--- config.mk ---
export PLATFORM = sky130hd
export DESIGN_NAME = sdr_scan_top
export DESIGN_NICKNAME = d
export VERILOG_FILES = /design/src/design/sdr_reg_pkg.sv /design/src/design/sdr_scan_pkg.sv /design/src/design/sdr_bit_scan.sv /design/src/design/sdr_cmd_decode.sv /design/src/design/sdr_index_result.sv /design/src/design/sdr_scan_top.sv
export VERILOG_INCLUDE_DIRS = /design/src /design/src/design
export SDC_FILE = /design/constraint.sdc
export NUM_CORES = 2
export LEC_CHECK = 0
export BUFFER_PORTS_ARGS = -buffer_cell sky130_fd_sc_hd__buf_2
export CAP_MARGIN = 20
export CORE_AREA = 4 4 621 623
export DETAILED_ROUTE_END_ITERATION = 12
export DIE_AREA = 0 0 625 627
export GPL_ROUTABILITY_DRIVEN = 1
export PLACE_DENSITY = 0.42
export REMOVE_ABC_BUFFERS = 1
export SLEW_MARGIN = 30
export SYNTH_ARGS = -nofsm -noshare
export SYNTH_HDL_FRONTEND = slang
export SYNTH_HIERARCHICAL = 1
export SYNTH_SLANG_ARGS = --single-unit
--- constraint.sdc ---
create_clock -name sdr_control -period 5.9 [get_ports sdr_control]
set_input_delay 0.295 -clock sdr_control [delete_from_list [all_inputs] [get_ports sdr_control]]
set_output_delay 0.295 -clock sdr_control [all_outputs]
set_load 0.02 [all_outputs]
--- src/design/sdr_consts.svh ---
// #########################################################################
// Sizes of the scanned register and the index array, and the command
// word bit positions.
// #########################################################################

`ifndef SDR_CONSTS_SVH
`define SDR_CONSTS_SVH

// data register geometry.
`define SDR_WORDS     32
`define SDR_WORD_W    32

// one stored bit number.
`define SDR_IDX_W     16
`define SDR_MAX_IDX   31

// command word bits.
`define SDR_CMD_START 0
`define SDR_CMD_CLEAR 1

`endif

--- src/design/sdr_reg_pkg.sv ---
// #########################################################################
// Data register, index array and status word types as seen from
// outside the scanner.
// #########################################################################

`default_nettype none

`include "sdr_consts.svh"

package sdr_reg_pkg;

	// word 0 first. bit y of word z is bit number y + 32*z.
	typedef logic [0:`SDR_WORDS-1][`SDR_WORD_W-1:0] sdr_data_t;

	// two indexes per word with the even slot in the low half.
	typedef logic [0:(`SDR_MAX_IDX+1)/2-1][`SDR_WORD_W-1:0] sdr_index_t;

	typedef struct packed {
		logic        done;     // bit 31.
		logic        busy;     // bit 30.
		logic        overflow; // more than 31 bits set.
		logic [3:0]  rsvd;
		logic [16:0] total;    // every set bit in bits 24:8.
		logic [7:0]  count;    // stored indexes up to 31.
	} sdr_status_t;

endpackage

`default_nettype wire

--- src/design/sdr_scan_pkg.sv ---
// #########################################################################
// Pulses, hits and scan state passed between the scan stages.
// #########################################################################

`default_nettype none

`include "sdr_consts.svh"

package sdr_scan_pkg;

	// single cycle command pulses.
	typedef struct packed {
		logic start;
		logic clear;
	} sdr_ctl_t;

	// one set bit found.
	typedef struct packed {
		logic                  valid;
		logic [`SDR_IDX_W-1:0] idx;
	} sdr_hit_t;

	typedef struct packed {
		logic busy; // level for the whole scan.
		logic done; // one cycle after the last word.
	} sdr_scan_t;

endpackage

`default_nettype wire

--- src/design/sdr_bit_scan.sv ---
// #########################################################################
// Execute stage that walks a copy of the register word by word and
// emits the lowest set bit of the current word each cycle.
// #########################################################################

`default_nettype none

`include "sdr_consts.svh"

module sdr_bit_scan (
	input  wire logic                   sdr_control,
	input  wire logic                   rst_n,
	input  wire sdr_scan_pkg::sdr_ctl_t ctl,
	input  wire sdr_reg_pkg::sdr_data_t sdr_reg,
	output sdr_scan_pkg::sdr_hit_t      hit,
	output sdr_scan_pkg::sdr_scan_t     scan,
	output logic [5:0]                  shift_counter
);

	import sdr_reg_pkg::*;

	localparam int BIT_W = $clog2(`SDR_WORD_W);
	localparam int PTR_W = $clog2(`SDR_WORDS) + 1; // one past the last word.

	sdr_data_t              work;
	logic [PTR_W-1:0]       ptr;
	logic                   busy;
	logic                   done;
	logic                   hit_valid;
	logic [`SDR_IDX_W-1:0]  hit_idx;
	logic [`SDR_WORD_W-1:0] cur_word;
	logic [BIT_W-1:0]       lsb;
	logic                   word_set;
	logic                   last_word;

	assign cur_word  = work[ptr[PTR_W-2:0]];
	assign word_set  = (cur_word != '0);
	assign last_word = (ptr == PTR_W'(`SDR_WORDS - 1));

	// priority search where the lowest position wins.
	always_comb begin
		lsb = '0;
		for (int i = `SDR_WORD_W - 1; i >= 0; i--) begin
			if (cur_word[i])
				lsb = BIT_W'(i);
		end
	end

	always_ff @(posedge sdr_control) begin
		if (!rst_n) begin
			ptr       <= '0;
			busy      <= 1'b0;
			done      <= 1'b0;
			hit_valid <= 1'b0;
		end else begin
			done      <= 1'b0;
			hit_valid <= 1'b0;
			if (!busy) begin
				if (ctl.start) begin
					ptr  <= '0;
					busy <= 1'b1;
				end else if (ctl.clear) begin
					ptr <= '0;
				end
			end else if (word_set) begin
				hit_valid <= 1'b1;
			end else begin
				ptr <= ptr + 1'b1;
				if (last_word) begin
					busy <= 1'b0;
					done <= 1'b1;
				end
			end
		end
	end

	always_ff @(posedge sdr_control) begin
		if (!busy && ctl.start)
			work <= sdr_reg;
		else if (busy && word_set)
			work[ptr[PTR_W-2:0]] <= cur_word & (cur_word - 1'b1); // drop lowest bit.
		hit_idx <= `SDR_IDX_W'({ptr[PTR_W-2:0], lsb});
	end

	assign hit           = '{valid: hit_valid, idx: hit_idx};
	assign scan          = '{busy: busy, done: done};
	assign shift_counter = ptr;

	// a hit only comes out of a running scan.
	a_hit_in_scan: assert property (@(posedge sdr_control) disable iff (!rst_n)
		hit.valid |-> scan.busy);

	// done only after the pointer stepped past word 31.
	a_done_at_end: assert property (@(posedge sdr_control) disable iff (!rst_n)
		scan.done |-> (shift_counter == PTR_W'(`SDR_WORDS)) && !scan.busy);

endmodule

`default_nettype wire

--- src/design/sdr_cmd_decode.sv ---
// #########################################################################
// Command decode that turns rising edges of the start and clear bits
// into registered one cycle pulses.
// #########################################################################

`default_nettype none

`include "sdr_consts.svh"

module sdr_cmd_decode (
	input  wire logic                   sdr_control,
	input  wire logic                   rst_n,
	input  wire logic [`SDR_WORD_W-1:0] sdr_cmd,
	output sdr_scan_pkg::sdr_ctl_t      ctl
);

	logic [1:0] cmd_q; // {clear, start} at the last clock.
	logic       start_rise;
	logic       clear_rise;

	assign start_rise = sdr_cmd[`SDR_CMD_START] & ~cmd_q[0];
	assign clear_rise = sdr_cmd[`SDR_CMD_CLEAR] & ~cmd_q[1];

	always_ff @(posedge sdr_control) begin
		if (!rst_n) begin
			cmd_q     <= '0;
			ctl.start <= 1'b0;
			ctl.clear <= 1'b0;
		end else begin
			cmd_q     <= {sdr_cmd[`SDR_CMD_CLEAR], sdr_cmd[`SDR_CMD_START]};
			ctl.start <= start_rise;
			// start wins when both rise together.
			ctl.clear <= clear_rise & ~start_rise;
		end
	end

endmodule

`default_nettype wire

--- src/design/sdr_index_result.sv ---
// #########################################################################
// Result stage that packs hit indexes into the index array, counts set
// bits and keeps the status word.
// #########################################################################

`default_nettype none

`include "sdr_consts.svh"

module sdr_index_result (
	input  wire logic                    sdr_control,
	input  wire logic                    rst_n,
	input  wire sdr_scan_pkg::sdr_ctl_t  ctl,
	input  wire sdr_scan_pkg::sdr_hit_t  hit,
	input  wire sdr_scan_pkg::sdr_scan_t scan,
	output sdr_reg_pkg::sdr_index_t      sdr_index,
	output sdr_reg_pkg::sdr_status_t     sdr_status
);

	localparam int SLOT_W = $clog2(`SDR_MAX_IDX + 1);

	logic              wipe;
	logic              room;
	logic [SLOT_W-1:0] slot;

	// start or clear only between scans.
	assign wipe = (ctl.start | ctl.clear) & ~scan.busy;
	assign room = (sdr_status.count < 8'(`SDR_MAX_IDX));
	assign slot = sdr_status.count[SLOT_W-1:0];

	always_ff @(posedge sdr_control) begin
		if (!rst_n) begin
			sdr_index <= '0;
		end else if (wipe) begin
			sdr_index <= '0;
		end else if (hit.valid && room) begin
			if (slot[0])
				sdr_index[slot[SLOT_W-1:1]][`SDR_WORD_W-1:`SDR_IDX_W] <= hit.idx;
			else
				sdr_index[slot[SLOT_W-1:1]][`SDR_IDX_W-1:0] <= hit.idx; // even slot low.
		end
	end

	always_ff @(posedge sdr_control) begin
		if (!rst_n) begin
			sdr_status <= '0;
		end else if (wipe) begin
			sdr_status <= '0;
		end else begin
			sdr_status.busy <= scan.busy;
			if (scan.done)
				sdr_status.done <= 1'b1; // held until the next start or clear.
			if (hit.valid) begin
				sdr_status.total <= sdr_status.total + 1'b1;
				if (room)
					sdr_status.count <= sdr_status.count + 1'b1;
				else
					sdr_status.overflow <= 1'b1;
			end
		end
	end

	// count stops at 31 while total keeps running.
	a_count_sat: assert property (@(posedge sdr_control) disable iff (!rst_n)
		(sdr_status.count <= 8'(`SDR_MAX_IDX)) &&
		(sdr_status.total >= 17'(sdr_status.count)));

endmodule

`default_nettype wire

--- src/design/sdr_scan_top.sv ---
// #########################################################################
// Scanner top level with the command decode, bit scan and result stages.
// #########################################################################

`default_nettype none

`include "sdr_consts.svh"

module sdr_scan_top (
	input  wire logic                   sdr_control,
	input  wire logic                   rst_n,
	input  wire logic [`SDR_WORD_W-1:0] sdr_cmd,
	input  wire sdr_reg_pkg::sdr_data_t sdr_reg,
	output sdr_reg_pkg::sdr_index_t     sdr_index,
	output sdr_reg_pkg::sdr_status_t    sdr_status,
	output logic [5:0]                  shift_counter
);

	import sdr_scan_pkg::*;

	wire sdr_ctl_t  ctl;  // start and clear pulses.
	wire sdr_hit_t  hit;
	wire sdr_scan_t scan;

	sdr_cmd_decode u_decode (
		.sdr_control (sdr_control),
		.rst_n       (rst_n),
		.sdr_cmd     (sdr_cmd),
		.ctl         (ctl)
	);

	sdr_bit_scan u_scan (
		.sdr_control   (sdr_control),
		.rst_n         (rst_n),
		.ctl           (ctl),
		.sdr_reg       (sdr_reg),
		.hit           (hit),
		.scan          (scan),
		.shift_counter (shift_counter)
	);

	sdr_index_result u_result (
		.sdr_control (sdr_control),
		.rst_n       (rst_n),
		.ctl         (ctl),
		.hit         (hit),
		.scan        (scan),
		.sdr_index   (sdr_index),
		.sdr_status  (sdr_status)
	);

endmodule

`default_nettype wire

==> impl_metrics.json <==
{
  "post_cts_buffers": 0,
  "synth_top_cell_area_share_pct": 42.9,
  "hpwl_mm": 311,
  "drtIter0Drc": 5745,
  "dr.pass1.iters": 6,
  "max_cap_violations": 0,
  "synthToLayoutAreaGrowth_pct": 45.0,
  "max_freq_mhz": 181,
  "required_ns": 6.42,
  "yosys.area.top_type": "edfxtp_1",
  "start_util_pct": 18.8,
  "yosysSeqAreaShare_pct": 58.6,
  "syn_avg_cell_area_um2": 11.7,
  "crit_slowest_cell": "a22oi_1",
  "wl_mm": 429,
  "core-area_mm2": 0.381,
  "hold_start": "sdr_reg[15]",
  "netlist_instances": 6128,
  "overflow": 0,
  "io_buffers": 1573,
  "r2r_start": "u_scan/shift_counter[0]",
  "worst_path_most_repeated_cell": "buf_12",
  "cts_buffers": 196,
  "cp-end-kind": "flop",
  "synth_area_leaders": "edfxtp_1 43%, dfxtp_1 16%, mux2i_1 9.1%, o21ai_0 5.9%, mux4_2 5.9%",
  "gp_congestion": 0.867,
  "cts_root_buffer": "clkbuf_16",
  "power_density_mw_per_mm2": 263,
  "fp.dieW_um": 625,
  "slew_headroom_pct": -78.0,
  "finalHoldViolCount": 0,
  "final_common_cell": "buf_2",
  "whs_endpoint": "u_scan/work[15]",
  "worstMarginPinSlew_ns": 2.67,
  "vias_per_cell": 4.66,
  "status": "finished with violations",
  "p_leak_nw": 41.6,
  "async_flop_share_pct": 0,
  "grt_use_total_pct": 20.8,
  "r2r_slack_ns": 0.39,
  "yosysUniqueCellTypes": 96,
  "avgRoutedWirePerCell_um": 30.9,
  "cp_data_arrival_time_ns": 6.04,
  "yosysWarnings": 6,
  "r2r_cells": 15,
  "critPathKind": "reg2reg",
  "cts_buffer_depth": 4,
  "dieArea_mm2": 0.392,
  "hold_class": "in2reg",
  "final-max-slew-violation-count": 199,
  "fin_setup_tns_ns": 0,
  "stdcell_count": 13900,
  "syn-cell-area_mm2": 0.0717,
  "cp_max_fo": 26,
  "skew_ns": 0.105,
  "die_y_um": 627,
  "finalCritPeriodShare_pct": 93.4,
  "antenna_found_initial": 58,
  "ant_nets": 0,
  "crit_family": "buffers and inverters",
  "num_rows": 227,
  "layout_common_cells": "1572 x buf_2, 1024 x dlygate4sd3_1, 1024 x edfxtp_1",
  "remaining_drc_errors": 0,
  "clk_latency_ns": 0.91,
  "vias": 64500,
  "violations": "slew limit",
  "post-place-cells": 12400,
  "synth_ff_type": "edfxtp_1",
  "drive_above_1_share_pct": 29.1,
  "timing.final.setup_violations": 0,
  "startpoint_type": "flop",
  "nets": 9698,
  "cts_max_level": 4,
  "holdPathStages": 3,
  "grt_pass1_vias": 67100,
  "ir_worst_vdd_v": 0.000253,
  "cts_tree": "yes",
  "ioPinCount": 1608,
  "reg2reg_to": "u_scan/work[592]",
  "cpPeakStageDelay_ns": 0.59,
  "cts_num_sinks": 1587,
  "worstPathCellList": "buf_12 > buf_12 > mux4_2 > a22oi_1 > nand4_1 > nor4_1 > nand4_1 > buf_4 > nand3b_1 > buf_4 > o211ai_1 > buf_4 > buf_12 > o21ai_4 > buf_12",
  "rsz0062_at_grt": "false",
  "grt_max_degree": 237,
  "worst-path-buf-inv": 7,
  "post_cts_resized": 0,
  "clk_pin_slew_ns": 0.07,
  "synth_edf_count": 1024,
  "grt_pass1_wl_mm": 566,
  "crit_start": "u_scan/shift_counter[0]",
  "min_period_ns": 5.51,
  "ys_ff_latch": 1587
}
-- report_power, final --
group          switching, mW  internal, mW  total (mW)
Sequential            0.0888          12.1        12.2
Clock                   5.21          7.00        12.2
Combinational           1.76          1.14        2.90
Total                   7.06          20.2        27.3
-- worst max-delay path by stage --
stage | end | cells past startpoint
6_report | u_scan/work[592] | 15
2_1_floorplan | u_scan/work[1009] | 4
3_3_place_gp | u_scan/work[190] | 15
3_5_place_dp | u_scan/work[350] | 15
5_1_grt | u_scan/work[254] | 14
4_1_cts | u_scan/work[350] | 14
-- metal layers --
| layer | wire [um] | track usage, % |
|---|---|---|
| met3 | 25000 | 3.28 |
| met5 | 146 | 0 |
| met1 | 149000 | 22.1 |
| met2 | 222000 | 38.1 |
| met4 | 32800 | 13.6 |
-- timing repair --
item	4_1_cts	5_1_grt
endpoints found under the setup margin	0	0
hold endpoints to repair	1088	0
hold buffers	1024	0
-- state kept, by name, indices dropped and copies added, names as in the netlist --
register              flops
u_result/sdr_index      512
u_scan/work            1024
u_scan/shift_counter      6
u_scan/hit_valid          1
u_result/sdr_status      28
u_decode/cmd_q            2
u_scan/done               1
u_scan/hit_idx           10
u_decode/ctl              2
u_scan/busy               1
-- cell usage after synthesis, types with 6 or more instances --
library cell / number
buf_4: 36
inv_1: 9
and3_1: 6
nand2_1: 937
or3_1: 6
clkbuf_1: 458
ha_1: 6
o211ai_1: 9
nand3b_1: 11
buf_6: 36
o21ai_0: 852
nand4_2: 9
or2_1: 6
and2_1: 36
a22o_1: 128
a22oi_1: 95
nand3_1: 546
clkbuf_2: 15
nand4_4: 7
buf_1: 25
nand4_1: 33
mux2i_1: 655
a21oi_1: 19
nor4_1: 16
o21ai_1: 63
or2_2: 6
dfxtp_1: 563
mux4_2: 188
edfxtp_1: 1024
nor3_1: 8
mux2_2: 7
nor2b_1: 15
nand3_4: 10
o22ai_1: 54
nor2_1: 58
buf_2: 54
-- worst register-to-register path: stages (launching register included) --
cell and delay [ns]:
dfxtp_4 0.58, buf_12 0.31, buf_12 0.27, mux4_2 0.56, a22oi_1 0.59, nand4_1 0.55, nor4_1 0.53, nand4_1 0.23
buf_4 0.19, nand3b_1 0.14, buf_4 0.20, o211ai_1 0.28, buf_4 0.26, buf_12 0.15, o21ai_4 0.07, buf_12 0.19
-- kinds of logic (layout without fill, tap and decap cells) --
group,after synthesis,in the layout,share of synthesized area [%]
AO/OA/AOI/OAI,1264,1264,10.2
XOR/XNOR,4,4,0.0488
adder cells (fa/ha/maj),6,6,0.105
buffers and inverters,635,3287,4.03
flip-flops,1587,1587,58.6
multiplexers,851,851,15.2
other,2,43,0.0105
AND/OR/NAND/NOR,1779,1779,11.9
-- layout make-up --
class                   instances  area (um^2)
diodes                         33         82.6
flip-flops and latches       1587        42000
inverters                      10         37.5
clock buffers                 249         5210
multi-input cells            3914        27500
well taps                    5038         6300
fillers                     39700       277000
repair buffers               2925        21700
clock inverters               103         1150
-- metrics by stage --
stage | setup WS [ns] | hold slack, ns | util [%] | area [um^2] | power [mW]
after global placement | 0.449 | 0.406 | 22.9 | 87300 | 14.7
after floorplan | -33.69 | 0.390 | - | 68900 | 13.7
after global routing | 0.237 | 0.0138 | 27.3 | 104000 | 28.2
final | 0.387 | 0.0530 | 27.3 | 104000 | 27.3
after detailed placement | 0.446 | 0.400 | 22.9 | 87300 | 14.8
after CTS | 0.426 | 0.00461 | 27.3 | 104000 | 27.6
No activity file was read; power rests on OpenSTA's default activity.
